File: config.mk
export PLATFORM = sky130hd
export DESIGN_NAME = axis_frame_fifo
export DESIGN_NICKNAME = d
export VERILOG_FILES = /design/src/rtl/frame_fifo_pkg.sv /design/src/rtl/axis_frame_fifo.sv /design/src/rtl/frame_pause_gate.sv /design/src/rtl/frame_read_pipe.sv /design/src/rtl/frame_fifo_ram.sv /design/src/rtl/frame_write_ctrl.sv
export SDC_FILE = /design/constraint.sdc
export NUM_CORES = 1
export LEC_CHECK = 0
export BUFFER_PORTS_ARGS = -buffer_cell sky130_fd_sc_hd__buf_2
export CAP_MARGIN = 20
export CORE_ASPECT_RATIO = 1.4
export CORE_MARGIN = 2
export CORE_UTILIZATION = 60
export DETAILED_ROUTE_END_ITERATION = 10
export GPL_ROUTABILITY_DRIVEN = 0
export PLACE_DENSITY = 0.84
export SYNTH_ARGS = -nofsm -noshare
export SYNTH_HDL_FRONTEND = slang
export SYNTH_HIERARCHICAL = 1
export SYNTH_SLANG_ARGS = --single-unit
File: constraint.sdc
create_clock -name m_clk -period 5.8 [get_ports m_clk]
set_clock_uncertainty 0.1 [all_clocks]
set_input_delay 0.29 -clock m_clk [delete_from_list [all_inputs] [get_ports m_clk]]
set_output_delay 0.29 -clock m_clk [all_outputs]
set_load 0.005 [all_outputs]
File: src/rtl/frame_fifo_pkg.sv
// shared widths, depths, bad-frame marker and types for the frame FIFO; import with frame_fifo_pkg::*
package frame_fifo_pkg;

    // stream and storage sizing
    localparam int DATA_W = 8;
    localparam int USER_W = 1;
    localparam int FIFO_AW = 4;
    localparam int DEPTH = 2 ** FIFO_AW;

    // RAM output register plus this many further stages
    localparam int RAM_PIPELINE = 2;
    localparam int PIPE_STAGES = RAM_PIPELINE + 1;

    // stored word layout, data in the low bits, then last, then user
    localparam int WORD_W = DATA_W + 1 + USER_W;
    localparam int LAST_BIT = DATA_W;
    localparam int USER_LSB = DATA_W + 1;

    typedef logic [DATA_W-1:0] data_t;
    typedef logic [USER_W-1:0] user_t;
    typedef logic [WORD_W-1:0] word_t;
    typedef logic [FIFO_AW:0] ptr_t;
    typedef logic [FIFO_AW:0] depth_t;

    // a last beat whose masked user equals this value marks a bad frame
    localparam user_t USER_BAD_FRAME_VALUE = 1'b1;
    localparam user_t USER_BAD_FRAME_MASK = 1'b1;

    typedef enum logic {
        WR_PASS,
        WR_DROP
    } wr_state_t;

    typedef enum logic [1:0] {
        PAUSE_IDLE,
        PAUSE_IN_FRAME,
        PAUSE_HELD
    } pause_state_t;

endpackage
File: src/rtl/axis_frame_fifo.sv
// top level of the single-clock stream frame FIFO; connects writer, storage, read pipeline and pause gate
module axis_frame_fifo
    import frame_fifo_pkg::*;
(
    input  logic   m_clk,
    input  logic   m_rst,

    input  data_t  in_data,
    input  logic   in_last,
    input  user_t  in_user,
    input  logic   in_valid,
    output logic   in_ready,

    output data_t  out_data,
    output logic   out_last,
    output user_t  out_user,
    output logic   out_valid,
    input  logic   out_ready,

    input  logic   pause_req,
    output logic   pause_ack,

    output depth_t status_depth,
    output depth_t status_depth_commit,
    output logic   status_overflow,
    output logic   status_bad_frame,
    output logic   status_good_frame
);

    ptr_t  rd_ptr;
    ptr_t  commit_ptr;
    logic  wr_en;
    ptr_t  wr_addr;
    word_t wr_word;
    ptr_t  rd_addr;
    word_t rd_word;
    data_t pipe_data;
    logic  pipe_last;
    user_t pipe_user;
    logic  pipe_valid;
    logic  pipe_ready;

    frame_write_ctrl frame_write_ctrl_inst (
        .m_clk(m_clk),
        .m_rst(m_rst),
        .in_data(in_data),
        .in_last(in_last),
        .in_user(in_user),
        .in_valid(in_valid),
        .in_ready(in_ready),
        .rd_ptr(rd_ptr),
        .wr_en(wr_en),
        .wr_addr(wr_addr),
        .wr_word(wr_word),
        .commit_ptr(commit_ptr),
        .status_depth(status_depth),
        .status_depth_commit(status_depth_commit),
        .status_overflow(status_overflow),
        .status_bad_frame(status_bad_frame),
        .status_good_frame(status_good_frame)
    );

    frame_fifo_ram frame_fifo_ram_inst (
        .m_clk(m_clk),
        .wr_en(wr_en),
        .wr_addr(wr_addr),
        .wr_word(wr_word),
        .rd_addr(rd_addr),
        .rd_word(rd_word)
    );

    frame_read_pipe frame_read_pipe_inst (
        .m_clk(m_clk),
        .m_rst(m_rst),
        .commit_ptr(commit_ptr),
        .rd_ptr(rd_ptr),
        .rd_addr(rd_addr),
        .rd_word(rd_word),
        .pipe_data(pipe_data),
        .pipe_last(pipe_last),
        .pipe_user(pipe_user),
        .pipe_valid(pipe_valid),
        .pipe_ready(pipe_ready)
    );

    frame_pause_gate frame_pause_gate_inst (
        .m_clk(m_clk),
        .m_rst(m_rst),
        .pipe_data(pipe_data),
        .pipe_last(pipe_last),
        .pipe_user(pipe_user),
        .pipe_valid(pipe_valid),
        .pipe_ready(pipe_ready),
        .out_data(out_data),
        .out_last(out_last),
        .out_user(out_user),
        .out_valid(out_valid),
        .out_ready(out_ready),
        .pause_req(pause_req),
        .pause_ack(pause_ack)
    );

endmodule

File: src/rtl/frame_pause_gate.sv
// output stage of the frame FIFO that holds the stream between frames while a pause is requested
module frame_pause_gate
    import frame_fifo_pkg::*;
(
    input  logic  m_clk,
    input  logic  m_rst,

    input  data_t pipe_data,
    input  logic  pipe_last,
    input  user_t pipe_user,
    input  logic  pipe_valid,
    output logic  pipe_ready,

    output data_t out_data,
    output logic  out_last,
    output user_t out_user,
    output logic  out_valid,
    input  logic  out_ready,

    input  logic  pause_req,
    output logic  pause_ack
);

    pause_state_t state;
    logic         block;
    logic         last_xfer;

    // between frames a request wins before a new beat is shown
    assign block = (state == PAUSE_HELD) || (state == PAUSE_IDLE && pause_req);

    assign out_valid = pipe_valid && !block;
    assign pipe_ready = out_ready && !block;
    assign out_data = pipe_data;
    assign out_last = pipe_last;
    assign out_user = pipe_user;

    assign last_xfer = out_valid && out_ready && pipe_last;
    assign pause_ack = state == PAUSE_HELD;

    always_ff @(posedge m_clk) begin
        if (m_rst) begin
            state <= PAUSE_IDLE;
        end else begin
            case (state)
                PAUSE_IDLE: begin
                    if (pause_req) begin
                        state <= PAUSE_HELD;
                    end else if (out_valid && !last_xfer) begin
                        state <= PAUSE_IN_FRAME;
                    end
                end
                PAUSE_IN_FRAME: begin
                    // frame runs to its last beat regardless of requests
                    if (last_xfer) begin
                        state <= pause_req ? PAUSE_HELD : PAUSE_IDLE;
                    end
                end
                PAUSE_HELD: begin
                    if (!pause_req) begin
                        state <= PAUSE_IDLE;
                    end
                end
                default: state <= PAUSE_IDLE;
            endcase
        end
    end

endmodule

File: src/rtl/frame_read_pipe.sv
// read side of the frame FIFO: fetches committed words into a bubble-collapsing output pipeline
module frame_read_pipe
    import frame_fifo_pkg::*;
(
    input  logic  m_clk,
    input  logic  m_rst,

    input  ptr_t  commit_ptr,
    output ptr_t  rd_ptr,

    output ptr_t  rd_addr,
    input  word_t rd_word,

    output data_t pipe_data,
    output logic  pipe_last,
    output user_t pipe_user,
    output logic  pipe_valid,
    input  logic  pipe_ready
);

    logic [PIPE_STAGES-1:0] stage_valid;
    logic [PIPE_STAGES-1:0] stage_adv;
    word_t                  stage_word [PIPE_STAGES];
    word_t                  out_word;
    logic                   empty;
    logic                   fetch;

    // only committed frames are visible to the reader
    assign empty = rd_addr == commit_ptr;

    // a stage loads when the output moves or any stage at or after it holds a bubble
    always_comb begin
        for (int j = 0; j < PIPE_STAGES; j++) begin
            stage_adv[j] = pipe_ready;
            for (int k = j; k < PIPE_STAGES; k++) begin
                if (!stage_valid[k]) begin
                    stage_adv[j] = 1'b1;
                end
            end
        end
    end

    assign fetch = stage_adv[0] && !empty;

    // valid bits and pointers
    always_ff @(posedge m_clk) begin
        if (m_rst) begin
            stage_valid <= '0;
            rd_addr <= '0;
            rd_ptr <= '0;
        end else begin
            for (int j = 1; j < PIPE_STAGES; j++) begin
                if (stage_adv[j]) begin
                    stage_valid[j] <= stage_valid[j-1];
                end
            end
            if (stage_adv[0]) begin
                stage_valid[0] <= fetch;
            end

            if (fetch) begin
                rd_addr <= rd_addr + 1'b1;
            end

            // words in flight still count against the FIFO capacity
            // until they leave the pipeline
            if (pipe_valid && pipe_ready) begin
                rd_ptr <= rd_ptr + 1'b1;
            end
        end
    end

    // payload stages, stage 0 is the registered RAM output
    always_ff @(posedge m_clk) begin
        for (int j = 1; j < PIPE_STAGES; j++) begin
            if (stage_adv[j]) begin
                stage_word[j] <= stage_word[j-1];
            end
        end
        if (stage_adv[0]) begin
            stage_word[0] <= rd_word;
        end
    end

    assign out_word = stage_word[PIPE_STAGES-1];

    assign pipe_valid = stage_valid[PIPE_STAGES-1];
    assign pipe_data = out_word[DATA_W-1:0];
    assign pipe_last = out_word[LAST_BIT];
    assign pipe_user = out_word[USER_LSB +: USER_W];

endmodule

File: src/rtl/frame_fifo_ram.sv
// frame FIFO storage array with one synchronous write port and one asynchronous read port
module frame_fifo_ram
    import frame_fifo_pkg::*;
(
    input  logic  m_clk,

    input  logic  wr_en,
    input  ptr_t  wr_addr,
    input  word_t wr_word,

    input  ptr_t  rd_addr,
    output word_t rd_word
);

    // small enough for LUT RAM, the read pipe registers the output
    (* ram_style = "distributed" *)
    word_t mem [DEPTH];

    // wrap bit is not part of the address
    always_ff @(posedge m_clk) begin
        if (wr_en) begin
            mem[wr_addr[FIFO_AW-1:0]] <= wr_word;
        end
    end

    assign rd_word = mem[rd_addr[FIFO_AW-1:0]];

endmodule

File: src/rtl/frame_write_ctrl.sv
// write side of the frame FIFO: accepts beats, stores or drops them, commits frames and reports status
module frame_write_ctrl
    import frame_fifo_pkg::*;
(
    input  logic   m_clk,
    input  logic   m_rst,

    input  data_t  in_data,
    input  logic   in_last,
    input  user_t  in_user,
    input  logic   in_valid,
    output logic   in_ready,

    input  ptr_t   rd_ptr,

    output logic   wr_en,
    output ptr_t   wr_addr,
    output word_t  wr_word,
    output ptr_t   commit_ptr,

    output depth_t status_depth,
    output depth_t status_depth_commit,
    output logic   status_overflow,
    output logic   status_bad_frame,
    output logic   status_good_frame
);

    ptr_t      wr_ptr;
    ptr_t      wr_ptr_next;
    ptr_t      fill_all;
    ptr_t      fill_frame;
    wr_state_t wr_state;
    logic      full;
    logic      full_wr;
    logic      accept;
    logic      drop_beat;
    logic      bad_marker;

    // occupancy against the reader, and size of the frame in progress
    assign fill_all = wr_ptr - rd_ptr;
    assign fill_frame = wr_ptr - commit_ptr;

    assign full = fill_all == DEPTH;
    assign full_wr = fill_frame == DEPTH;

    // keep accepting an overrun frame so it can be drained to its last beat
    assign in_ready = !full || full_wr;
    assign accept = in_valid && in_ready;

    assign drop_beat = full_wr || (wr_state == WR_DROP);
    assign bad_marker = (in_user & USER_BAD_FRAME_MASK)
                        == (USER_BAD_FRAME_VALUE & USER_BAD_FRAME_MASK);

    assign wr_ptr_next = wr_ptr + 1'b1;

    // RAM write port
    assign wr_en = accept && !drop_beat;
    assign wr_addr = wr_ptr;
    assign wr_word = {in_user, in_last, in_data};

    always_ff @(posedge m_clk) begin
        // status outputs are single-cycle pulses
        status_overflow <= 1'b0;
        status_bad_frame <= 1'b0;
        status_good_frame <= 1'b0;

        if (m_rst) begin
            wr_ptr <= '0;
            commit_ptr <= '0;
            wr_state <= WR_PASS;
        end else if (accept) begin
            if (drop_beat) begin
                // frame larger than the FIFO, discard through the last beat
                wr_state <= WR_DROP;
                if (in_last) begin
                    wr_ptr <= commit_ptr;
                    wr_state <= WR_PASS;
                    status_overflow <= 1'b1;
                end
            end else if (in_last && bad_marker) begin
                // roll back the whole frame
                wr_ptr <= commit_ptr;
                status_bad_frame <= 1'b1;
            end else if (in_last) begin
                // frame complete, make it visible to the reader
                wr_ptr <= wr_ptr_next;
                commit_ptr <= wr_ptr_next;
                status_good_frame <= 1'b1;
            end else begin
                wr_ptr <= wr_ptr_next;
            end
        end
    end

    // depth status, one cycle behind the pointers
    always_ff @(posedge m_clk) begin
        if (m_rst) begin
            status_depth <= '0;
            status_depth_commit <= '0;
        end else begin
            status_depth <= wr_ptr - rd_ptr;
            status_depth_commit <= commit_ptr - rd_ptr;
        end
    end

endmodule

-- Yosys cells after proc, flatten, opt, wreduce, memory -nomap -nowiden
Memory sizes are Yosys's and may differ from the RTL's. A register that Yosys moved wholly into a read port is not among the register bits.
Cells that the tools add are included.
- add/sub/neg operators: 6
- eq/ne operators: 9
- multiplexer cells: 28
- bitwise logic cells: 3
- reductions and logical operators: 27
- operator list (kind ; number):
    two-way mux 1 bit ; 17
    adder 5 x 1 -> 5 bit (second input constant) ; 3
    two-way mux 5 bit ; 3
    subtractor 5 bit ; 3
    logical AND 1 bit ; 11
    equality test 5 bit (second input constant) ; 2
    two-way mux 2 bit ; 5
    two-way mux 4 bit ; 2
    one-hot mux 2 bit (3 select lines) ; 1
    OR reduction 3 bit ; 2
    equality test 5 bit ; 1
    zero test 1 bit ; 5
    != test 2 bit (second input constant) ; 2
    AND reduction 2 bit ; 2
    AND reduction 4 bit ; 1
    OR reduction 4 bit ; 1
    logical OR 1 bit ; 3
    != test 3 bit (second input constant) ; 1
    inverter 1 bit ; 3
    AND reduction 3 bit ; 1
    equality test 2 x 1 -> 1 bit (second input constant) ; 1
    equality test 2 bit (second input constant) ; 1
    zero test 2 bit ; 1
    != test 2 x 1 -> 1 bit (second input constant) ; 1
- flip-flop bits (word level): 39
- RAM bits: 190
- input bits: 15
- output and inout port bits: 26
- logic and storage cells: 89
- memories kept: 2
- memory list (memory ; depth ; width ; rd ports ; clocked after Yosys merged registers in ; wr ports ; line ; source):
    frame_fifo_ram_inst.mem ; 16 ; 10 ; 1 ; 1 ; 1 ; frame_fifo_ram.sv:17 ; word_t mem [DEPTH];
    frame_read_pipe_inst.stage_word ; 3 ; 10 ; 3 ; 0 ; 3 ; frame_read_pipe.sv:23 ; word_t stage_word [PIPE_STAGES];

-- Logic depth before layout (Yosys ltp)
Gate-level depths: netlist (run 1).
- word-level depth: 12
- depth in mapped cells: 11

-- By module
The synthesis (run 1) kept the hierarchy.
- modules (own cells, without submodules) (module ; instances ; cells each ; area each (µm²)):
    frame_fifo_ram ; 1 ; 269 ; 6153.4
    frame_read_pipe ; 1 ; 109 ; 1614.0
    frame_write_ctrl ; 1 ; 159 ; 1473.9
    frame_pause_gate ; 1 ; 23 ; 186.4

-- Worst setup path after synthesis (run 1)
OpenSTA, ideal clock, no wires.
- path type: reg-to-reg
- start: reg frame_write_ctrl_inst.wr_ptr[0] (netlist: frame_write_ctrl_inst/wr_addr[0])
- end: mem frame_fifo_ram_inst/mem[0][0] (netlist name), enable pin
- setup time: 0.390 ns
- arrival time: 2.929 ns
- data required time: 5.310 ns
- setup slack: 2.381 ns
- cell stages (with the launch flop): 12
- period minus slack after synthesis: 3.419 ns
- path through: dfxtp_1 > inv_1 > ha_1 > inv_1 > fa_1 > xnor2_1 > and3b_1 > o2111ai_2 > nand3_1 > inv_1 > or3b_1 > nor3_1
- longest elaborated chain between the ends: 8
- elaborated cells between the ends (all ways): 12
- RTL lines (what ; line ; source):
    start, declared ; frame_write_ctrl.sv:28 ; ptr_t wr_ptr;
    start signal, assigned ; frame_write_ctrl.sv:76 ; wr_ptr <= commit_ptr;
    start signal, assigned ; frame_write_ctrl.sv:82 ; wr_ptr <= commit_ptr;
    start signal, assigned ; frame_write_ctrl.sv:86 ; wr_ptr <= wr_ptr_next;
    subtractor 5 bit ; frame_write_ctrl.sv:40 ; assign fill_all = wr_ptr - rd_ptr;
    equality test 5 bit ; frame_write_ctrl.sv:43 ; assign full = fill_all == DEPTH;
    zero test 1 bit ; frame_write_ctrl.sv:47 ; assign in_ready = !full || full_wr;
    logical OR 1 bit ; frame_write_ctrl.sv:47 ;
    logical AND 1 bit ; frame_write_ctrl.sv:48 ; assign accept = in_valid && in_ready;
    logical AND 1 bit (*) ; frame_write_ctrl.sv:57 ; assign wr_en = accept && !drop_beat;
    via wr_en ; axis_frame_fifo.sv:32 ; logic wr_en;
    two-way mux 1 bit (*) ; frame_fifo_ram.sv:21 ; if (wr_en) begin
    two-way mux 1 bit (implied by the code) (*) ; frame_fifo_ram.sv:22 ; mem[wr_addr[FIFO_AW-1:0]] <= wr_word;
    end, declared ; frame_fifo_ram.sv:17 ;
Mark *: on every way through the listed nets, which the timed path passes. The rest lies on a longest branch.

-- Worst setup path after layout (run 1)
- start: reg frame_write_ctrl_inst.wr_ptr[0] (netlist: frame_write_ctrl_inst/wr_addr[0])
- end: mem frame_fifo_ram_inst/mem[1][1] (netlist name), enable pin
Same word-level chain as after synthesis.

==> flow_summary.toml, run 1 <==
[status]
outcome = "completed"

[route]
wire_per_inst_um = 22.28
route.detailed.drc = 0
via_per_inst = 6.058
drt-total-wl_um = 17730
postRouteAntennaNets = 0
drt_pass1_iterations = 5
num_vias = 4822
drtIter0Drc = 458

[setup_path]
crit_buf_inv = 3
worstRegToRegCells = 11
reg2reg_from = "frame_write_ctrl_inst/wr_addr[0]$_SDFFE_PP0P_"
cp-start-kind = "flip-flop"
end_kind = "flip-flop"
worst_ep_arrival_time_ps = 3770
crit_start = "frame_write_ctrl_inst/wr_addr[0]$_SDFFE_PP0P_"
worst-path-max-fanout = 10
worstPathRequired_ps = 5810
cp_slowest_cell = "nor2_1"
cp.depth = 11
crit_path_max_incr_delay_ps = 720
critPathKind = "flip-flop to flip-flop"
path_common_cell = "inv_1"
crit_family = "simple AND/OR/NAND/NOR gates"
crit_chain = "inv_1 -> ha_1 -> inv_1 -> fa_1 -> xnor2_1 -> and3b_1 -> o2111ai_2 -> nand3_1 -> inv_1 -> or3b_1 -> nor2_1"

[placed_design]
dp.cells = 758
io_buffers = 40
dp_hpwl_um = 11570
pre_cts_ws_ps = 2082

[cells_and_area]
drive_gt1_share_pct = 19.83
fill_cells = 999
mostFrequentLayoutCells = "190 x edfxtp_1, 43 x nor2_1, 40 x buf_2"
num_antenna_cells = 0
final_net_count = 619
area_growth_syn_to_layout_pct = 8.786
regArea_sq_mm = 0.006487
multiInputGateArea_sq_mm = 0.002572
fin_cells = 796
layout_commonest_cell = "edfxtp_1"

[cts]
cts_max_level = 1
cts_root_buffer = "clkbuf_16"
cts_tree = "built"
clkTransAtPathRegs_ps = 60
post_cts_resized = 0
cts_buffers = 21
cts_sinks = 229
cts_buffer_depth = 3
clk_latency_ps = 490

[synthesis]
syn-num-nets = 592
synth_compound_area_share_pct = 4.871
synth_edf_count = 190
syn_area_per_cell_sq_um = 16.84
synth_xor_xnor_area_share_pct = 1.765
synthesis.area_sq_mm = 0.009428
synthAdderAreaFrac_pct = 2.415
synthCells = 560
yosysWarnings = 6
synth.distinct_cells = 62
synth_ff_type = "edfxtp_1"
synthArstFlopShare_pct = 0
synth_top_family_by_area = "multiplexers"
yosysSeqAreaShare_pct = 68.80
synth_simple_gate_area_share_pct = 7.060
muxShareOfSynthArea_pct = 11.17
ys_ff_latch = 229

[timing]
relSlewSlack_pct = 36.66
finalHoldViolations = 0
fmax_mhz = 266.0
rsz0062_at_grt = "false"
fin_crit_ps = 3760
setup_viol = 0
worstMarginPinSlew_ps = 946.6
holdWs_ps = 26.83
drv_slew = 0
layout_setup_ws_ps = 2040
finalCritPeriodShare_pct = 64.82
tns_ps = 0

[die]
fp.dieW_um = 109.9
die_area_sq_mm = 0.01675
initial_utilization_pct = 60.93
ios = 41
num_rows = 54
core_area_sq_mm = 0.01547
chipHeight_um = 152.3

[power_and_ir_drop]
switching_share_pct = 25.59
ir_drop_v = 0.0002972
seq_power_share_pct = 50.2
p_leak_uw = 0.003567
power.share.clock_pct = 30.7
p_comb_share_pct = 19.1
internal_power_uw = 3080
p_switching_uw = 1059
power.density_mw_per_mm2 = 403.6

[global_routing]
grt_max_degree = 46
grt_pass1_wl_um = 26940
grt_antenna_before_repair = 0
grtUsageTotal_pct = 21.63
grt_remaining_overflow = 0
grt_pass1_vias = 4939

[worst_hold_path]
hold_path_depth = 3
hp-start = "out_ready"
hold_path.class = "input port to flip-flop"

[flow_run]
cap_violations = 0
worst min-delay path, delay by kind of cell:
family | cells | cell delay, ps
buf+inv | 1 | 110
simple gates | 1 | 100
compound gates | 1 | 70
Yosys cell counts (12+ instances only):
| master | number | share of area [%] |
|---|---|---|
| a21oi_1 | 16 | 0.85 |
| nor2_1 | 43 | 1.7 |
| xor2_1 | 14 | 1.3 |
| nor2b_1 | 12 | 0.80 |
| mux4_1 | 12 | 3.3 |
| buf_4 | 30 | 2.4 |
| inv_1 | 15 | 0.60 |
| a22oi_1 | 20 | 1.6 |
| mux4_2 | 28 | 6.7 |
| dfxtp_1 | 39 | 8.3 |
| nand3_1 | 12 | 0.64 |
| ha_1 | 15 | 2.0 |
| nand2_1 | 19 | 0.76 |
| edfxtp_1 | 190 | 61 |
power groups by stage:
stage               logic, uW  clock network [uW]  registers, uW
global route              847                1360           2100
CTS                       791                1290           2080
detailed placement        783                   0           2110
global placement          759                   0           2100
finish                    791                1270           2080
floorplan                 678                   0           2070
state kept, by name (all words and copies together), names as in the netlist:
register                                   cells
frame_fifo_ram_inst/mem                      160
frame_read_pipe_inst/stage_word               30
frame_read_pipe_inst/rd_addr                   5
frame_read_pipe_inst/rd_ptr                    5
frame_write_ctrl_inst/commit_ptr               5
frame_write_ctrl_inst/status_depth             5
frame_write_ctrl_inst/status_depth_commit      5
frame_write_ctrl_inst/wr_addr                  5
frame_read_pipe_inst/stage_valid               3
frame_pause_gate_inst/state                    2
frame_write_ctrl_inst/status_bad_frame         1
frame_write_ctrl_inst/status_good_frame        1
frame_write_ctrl_inst/status_overflow          1
frame_write_ctrl_inst/wr_state                 1
final timing paths:
check	endpoint	slack (ps)
hold / removal	frame_pause_gate_inst/state[1]$_SDFFE_PP0P_	30
hold reg to reg	frame_read_pipe_inst/stage_word[0][23]$_DFFE_PP_	320
setup / recovery	frame_fifo_ram_inst/mem[1][1]$_DFFE_PP_	2040
setup reg to reg	frame_fifo_ram_inst/mem[1][1]$_DFFE_PP_	2040
area by class of cell:
| cell class | instances | share of cell area (%) |
|---|---|---|
| clock buffer | 28 | 5.478 |
| multi-input combinational | 271 | 25.08 |
| sequential | 229 | 63.25 |
| clock inverter | 8 | 0.6222 |
| inverter | 16 | 0.5856 |
| timing repair buffer | 48 | 2.586 |
| tap | 196 | 2.391 |
kinds of logic (layout without fill, tap and decap cells):
| group | after synthesis | count (layout) |
|---|---|---|
| fa+ha+maj | 17 | 17 |
| xor+xnor | 19 | 19 |
| mux | 49 | 49 |
| buf+inv | 60 | 100 |
| compound gates | 60 | 60 |
| flops | 229 | 229 |
| simple gates | 126 | 126 |
per-layer routing:
metal | vias up | global-route usage (%) | part of all wire (%)
met2 | 171 | 36.49 | 52
met3 | 52 | 3.464 | 5.5
met1 | 2405 | 26.22 | 37
li1 | 2194 | - | -
met4 | 0 | 11.75 | 5.8
met5 | - | 0 | 0
stage by stage:
step / area, sq um / total power, uW / util, %
final: 10260 / 4139 / 66.29
after global routing: 10260 / 4301 / 66.29
after CTS: 10260 / 4164 / 66.29
after detailed placement: 9610 / 2898 / 62.11
after global placement: 9610 / 2862 / 62.11
after floorplan: 9428 / 2751 / -
what timing repair did:
action                                 CTS  global route
setup buffers                            0             0
hold buffers                             2             0
endpoints found under the hold margin    3             0
No activity file was read; power rests on OpenSTA's default activity.
==> run 2, diff against run 1 <==
ABC_AREA = 1   (was not set)
clock period = 3.9 ns   (was 5.8 ns; I/O delays follow)
==> flow_summary.toml, run 2 <==
[synthesis]
syn-num-nets = 1096
syn_area_per_cell_sq_um = 9.832
synth_xor_xnor_area_share_pct = 0.5023
synth_ff_type = "edfxtp_1"
muxShareOfSynthArea_pct = 0
synth_area_leaders = "edfxtp_1 55%, nand2_1 10%, dfxtp_1 7.5%"
yosysWarnings = 6
synthArstFlopShare_pct = 0
ys_ff_latch = 229
synth.distinct_cells = 41
synth_simple_gate_area_share_pct = 21.79
synth_compound_area_share_pct = 2.356
synthAdderAreaFrac_pct = 2.177
synth_top_family_by_area = "simple AND/OR/NAND/NOR gates"
synth_common_cells = "286 x nand2_1, 190 x edfxtp_1, 175 x inv_1"
yosysSeqAreaShare_pct = 62.00
synth_edf_count = 190
netlist.area_leader.share_pct = 54.54
synthesis.area_sq_mm = 0.01046
synth.most_common_cell = "nand2_1"
synthCells = 1064
synth_area_leader_cell = "edfxtp_1"

[status]
outcome = "completed"

[timing]
relSlewSlack_pct = 46.74
tns_ps = 0
finalHoldViolations = 0
fmax_mhz = 309.3
finalCritPeriodShare_pct = 82.91
drv_slew = 0
worstMarginPinSlew_ps = 797.7
rsz0062_at_grt = "false"
fin_crit_ps = 3233
setup_viol = 0

[route]
drt_pass1_iterations = 6
postRouteAntennaNets = 0
drtIter0Drc = 765
drt-total-wl_um = 22200
num_vias = 7159
wire_per_inst_um = 16.61
route.detailed.drc = 0
via_per_inst = 5.355

[worst_hold_path]
hp-start = "m_rst"
holdPathEnd = "frame_write_ctrl_inst/status_depth_commit[0]$_SDFF_PP0_"
hold_path.class = "input port to flip-flop"
hold_path_depth = 2

[cts]
cts_max_level = 1
cts_root_buffer = "clkbuf_16"
cts_buffers = 21
clk_latency_ps = 500
cts_hold_buf = 2
post_cts_resized = 0
cts_setup_buffers = 0
cts_buffer_depth = 3
clkTransAtPathRegs_ps = 60
cts_sinks = 229
cts_tree = "built"

[setup_path]
cp-start-kind = "flip-flop"
reg2reg_from = "frame_write_ctrl_inst/wr_addr[0]$_SDFFE_PP0P_"
worstRegToRegCells = 15
worst_ep_arrival_time_ps = 3260
r2r_end = "frame_fifo_ram_inst/mem[12][6]$_DFFE_PP_"
worstPathRequired_ps = 3930
end_kind = "flip-flop"
critPathKind = "flip-flop to flip-flop"
worst-path-max-fanout = 10
rrSetupSlack_ps = 670

[placed_design]
dp_hpwl_um = 14210
postPlaceCellArea_sq_mm = 0.01067
dp.cells = 1298
io_buffers = 40

[die]
num_rows = 57
initial_utilization_pct = 60.86
ios = 41
die_area_sq_mm = 0.01852
fp.dieW_um = 115.6
core_area_sq_mm = 0.01719
chipHeight_um = 160.2

[cells_and_area]
layout_commonest_cell = "nand2_1"
mostFrequentLayoutCells = "286 x nand2_1, 190 x edfxtp_1, 175 x inv_1"
num_antenna_cells = 0
fin_area_sq_mm = 0.01136
fin_cells = 1337
area_growth_syn_to_layout_pct = 8.635
drive_gt1_share_pct = 12.44
final_net_count = 1119
largest_reg_flops = 160

[global_routing]
grt_remaining_overflow = 0
grtUsageTotal_pct = 24.33
grt_antenna_before_repair = 0
grt_pass1_wl_um = 34610
grt_pass1_vias = 6714
grt_max_degree = 81

[power_and_ir_drop]
power.density_mw_per_mm2 = 693.7
p_leak_uw = 0.004984
ir_drop_v = 0.0004886

[flow_run]
cap_violations = 0
run 2: kinds of logic (layout without fill, tap and decap cells):
family / Yosys count / count (layout)
and+or+nand+nor: 520 / 520
buffers and inverters: 253 / 290
DFF: 229 / 229
AOI/OAI and AO/OA: 39 / 39
adders and majority gates: 17 / 17
xor gates and xnor gates: 6 / 6
run 2: layer usage:
metal  vias to the layer above  part of all wire (%)  GRT usage, %
met3                        56                   8.7         3.529
met4                         0                   3.2         9.803
met5                         -                     0             0
met2                       335                    52         43.38
li1                       3423                     -             -
met1                      3345                    36         29.14
run 2: cell type report:
class | count | area, sq um
multi-input cells | 582 | 2806
inverters | 190 | 719.4
clock buffers | 27 | 578.1
fillers | 1236 | 5823
repair buffers | 63 | 377.9
flip-flops and latches | 229 | 6487
clock inverters | 10 | 100.1
well taps | 236 | 295.3
run 2: worst max path at each step:
stage,start,end,depth (start not counted)
2_1_floorplan,frame_write_ctrl_inst/wr_addr[0]$_SDFFE_PP0P_,frame_fifo_ram_inst/mem[14][0]$_DFFE_PP_,15
3_3_place_gp,frame_write_ctrl_inst/wr_addr[0]$_SDFFE_PP0P_,frame_fifo_ram_inst/mem[12][0]$_DFFE_PP_,15
3_5_place_dp,frame_write_ctrl_inst/wr_addr[0]$_SDFFE_PP0P_,frame_fifo_ram_inst/mem[12][7]$_DFFE_PP_,15
4_1_cts,frame_write_ctrl_inst/wr_addr[0]$_SDFFE_PP0P_,frame_fifo_ram_inst/mem[12][5]$_DFFE_PP_,15
5_1_grt,frame_write_ctrl_inst/wr_addr[0]$_SDFFE_PP0P_,frame_fifo_ram_inst/mem[12][5]$_DFFE_PP_,15
6_report,frame_write_ctrl_inst/wr_addr[0]$_SDFFE_PP0P_,frame_fifo_ram_inst/mem[12][6]$_DFFE_PP_,15
run 2: where the power goes:
group / leakage (uW) / internal, uW / switching (uW)
clock: 0.000333 / 1130 / 882
combinational: 0.00257 / 788 / 1710
sequential: 0.00208 / 3150 / 230
total: 0.00498 / 5060 / 2820
run 2: critical path, cell delays in order (launching register included):
cell and delay, ps:
dfxtp_1 380, inv_1 140, ha_1 160, inv_1 60
fa_1 390, nand2_1 90, clkinv_1 70, nor2_1 90
nor2_1 50, nand3_1 90, nor2_2 60, a21oi_4 190
nand2_1 100, inv_1 120, nand2_1 130, nor2_1 630
run 2: stage by stage:
stage / worst slack [ps] / total power, uW / util [%] / hold slack [ps]
5_1_grt: 368.7 / 8306 / 66.12 / 19.73
4_1_cts: 688.2 / 7869 / 66.12 / 9.598
3_5_place_dp: 714.5 / 5859 / 62.06 / 304.5
3_3_place_gp: 783.4 / 5756 / 62.06 / 300.4
2_1_floorplan: 1017 / 5398 / - / 157.4
6_report: 666.7 / 7884 / 66.12 / 19.97
==> run 3, diff against run 2 <==
CORE_UTILIZATION = 56   (was 60)
PLACE_DENSITY = 0.82   (was 0.84)
clock period = 2.7 ns   (was 3.9 ns; I/O delays follow)
==> flow_summary.toml, run 3 (same netlist as run 2, synthesis figures left out) <==
[setup_path]
crit_start = "frame_read_pipe_inst/rd_ptr[3]$_SDFFE_PP0P_"
reg2reg_from = "frame_read_pipe_inst/rd_ptr[3]$_SDFFE_PP0P_"
crit_chain = "inv_1 -> ha_1 -> a21oi_1 -> nand3_1 -> nand2_2 -> nor2_4 -> a21oi_4 -> nand2_2 -> inv_4 -> nand3_2 -> buf_6 -> nor2_4 -> clkbuf_16"
end_kind = "flip-flop"
crit_buf_inv = 4
worstPathRequired_ps = 2820
cp_slowest_cell = "dfxtp_1"
cp-start-kind = "flip-flop"
crit_family = "simple AND/OR/NAND/NOR gates"
crit_path_max_incr_delay_ps = 390
worst_ep_arrival_time_ps = 2850
critPathKind = "flip-flop to flip-flop"
worst-path-max-fanout = 5

[timing]
finalHoldViolations = 0
finalCritPeriodShare_pct = 101.0
tns_ps = -139.9
fmax_mhz = 366.6
fin_crit_ps = 2728
layout_setup_ws_ps = -28.08
setup_viol = 5
worstMarginPinSlew_ps = 721.0
rsz0062_at_grt = "true"
relSlewSlack_pct = 51.93
drv_slew = 0

[power_and_ir_drop]
ir_drop_v = 0.0004808
power.density_mw_per_mm2 = 1007
p_leak_uw = 0.005154

[global_routing]
grt_max_degree = 73
met2_usage_pct = 42.86
grt_pass1_wl_um = 36290
grtUsageTotal_pct = 23.54
grt_remaining_overflow = 0
grt_pass1_vias = 7035
grtUsageMet3_pct = 2.720
grt_antenna_before_repair = 0
grt_util_met1_pct = 26.94
top_usage_layer = "met2"

[cts]
cts_max_level = 1
cts_sinks = 229
cts_buffers = 20
cts_root_buffer = "clkbuf_16"
clkTransAtPathRegs_ps = 70
cts_tree = "built"
cts_buffer_depth = 3
clk_latency_ps = 490

[die]
die_area_sq_mm = 0.01981
core_area_sq_mm = 0.01846
chipHeight_um = 165.7
num_rows = 59
initial_utilization_pct = 56.68
fp.dieW_um = 119.5
ios = 41

[placed_design]
io_buffers = 40
postPlaceCellArea_sq_mm = 0.01092
dp_hpwl_um = 14800
pre_cts_ws_ps = -34.63

[cells_and_area]
final_net_count = 1149
area_growth_syn_to_layout_pct = 13.80
fin_area_sq_mm = 0.01191
num_antenna_cells = 0
layout_commonest_cell = "nand2_1"
mostFrequentLayoutCells = "280 x nand2_1, 190 x edfxtp_1, 171 x inv_1"
postLayoutCoreUtil_pct = 64.51
largest_reg_flops = 160
drive_gt1_share_pct = 16.90

[route]
via_per_inst = 5.436
wire_per_inst_um = 17.93
postRouteAntennaNets = 0
drt_pass1_iterations = 6
route.detailed.drc = 0
num_vias = 7469
drtIter0Drc = 808
drt-total-wl_um = 24640

[status]
violations = "setup timing"
outcome = "complete, but fails checks"

[worst_hold_path]
hp-start = "in_data[7]"
hold_path.class = "input port to flip-flop"

[flow_run]
cap_violations = 0
## run 3: changes by cell type in the layout (fill, tap and decap cells not counted), sizes merged
cell,delta
clkinvlp,+2
bufinv,+1
dlygate4sd3,+7
clkbuf,-2
buf,+22
clkinv,-1
## run 3: power by group
group | switching, uW | internal (uW) | total (uW)
Sequential | 233 | 4550 | 4780
Combinational | 2950 | 1410 | 4360
Clock | 1240 | 1610 | 2850
Total | 4420 | 7570 | 12000
## run 3: per-stage QoR
step | hold WS [ps] | total power [uW] | std cells
after detailed placement | 306.1 | 8781 | 1324
after global placement | 300.9 | 8650 | 1324
after global routing | 5.080 | 12570 | 1374
after CTS | 0.7755 | 11640 | 1369
after floorplan | 97.44 | 7817 | 1064
final | 12.22 | 11990 | 1374
## run 3: layout make-up
cell class / instances / area (sq um)
clock buffer: 23 / 533.0
inverter: 190 / 724.4
timing repair buffer: 94 / 790.8
multi-input combinational: 582 / 2948
tap: 244 / 305.3
fill: 1297 / 6550
clock inverter: 12 / 113.9
sequential: 229 / 6490
## run 3: timing repair
action | in CTS | in global routing
buffers inserted | 1 | 2
endpoints found under the hold margin | 53 | 0
setup endpoints to repair | 120 | 162
hold buffers | 9 | 0
pin swaps | 1 | 15
gates cloned | 0 | 3
resized for setup | 2 | 45
## run 3: metal layers
metal | routed length [um] | vias up
li1 | - | 3483
met1 | 8309 | 3476
met2 | 12930 | 417
met3 | 2045 | 93
met4 | 1349 | 0
met5 | 0 | -
## run 3: final timing paths
path / depth (start not counted) / slack (ps) / endpoint
max: 13 / -30 / frame_fifo_ram_inst/mem[15][0]$_DFFE_PP_
min: 1 / 10 / frame_fifo_ram_inst/mem[9][7]$_DFFE_PP_
max reg2reg: 13 / -30 / frame_fifo_ram_inst/mem[15][0]$_DFFE_PP_
min reg2reg: 0 / 320 / frame_read_pipe_inst/stage_word[0][14]$_DFFE_PP_
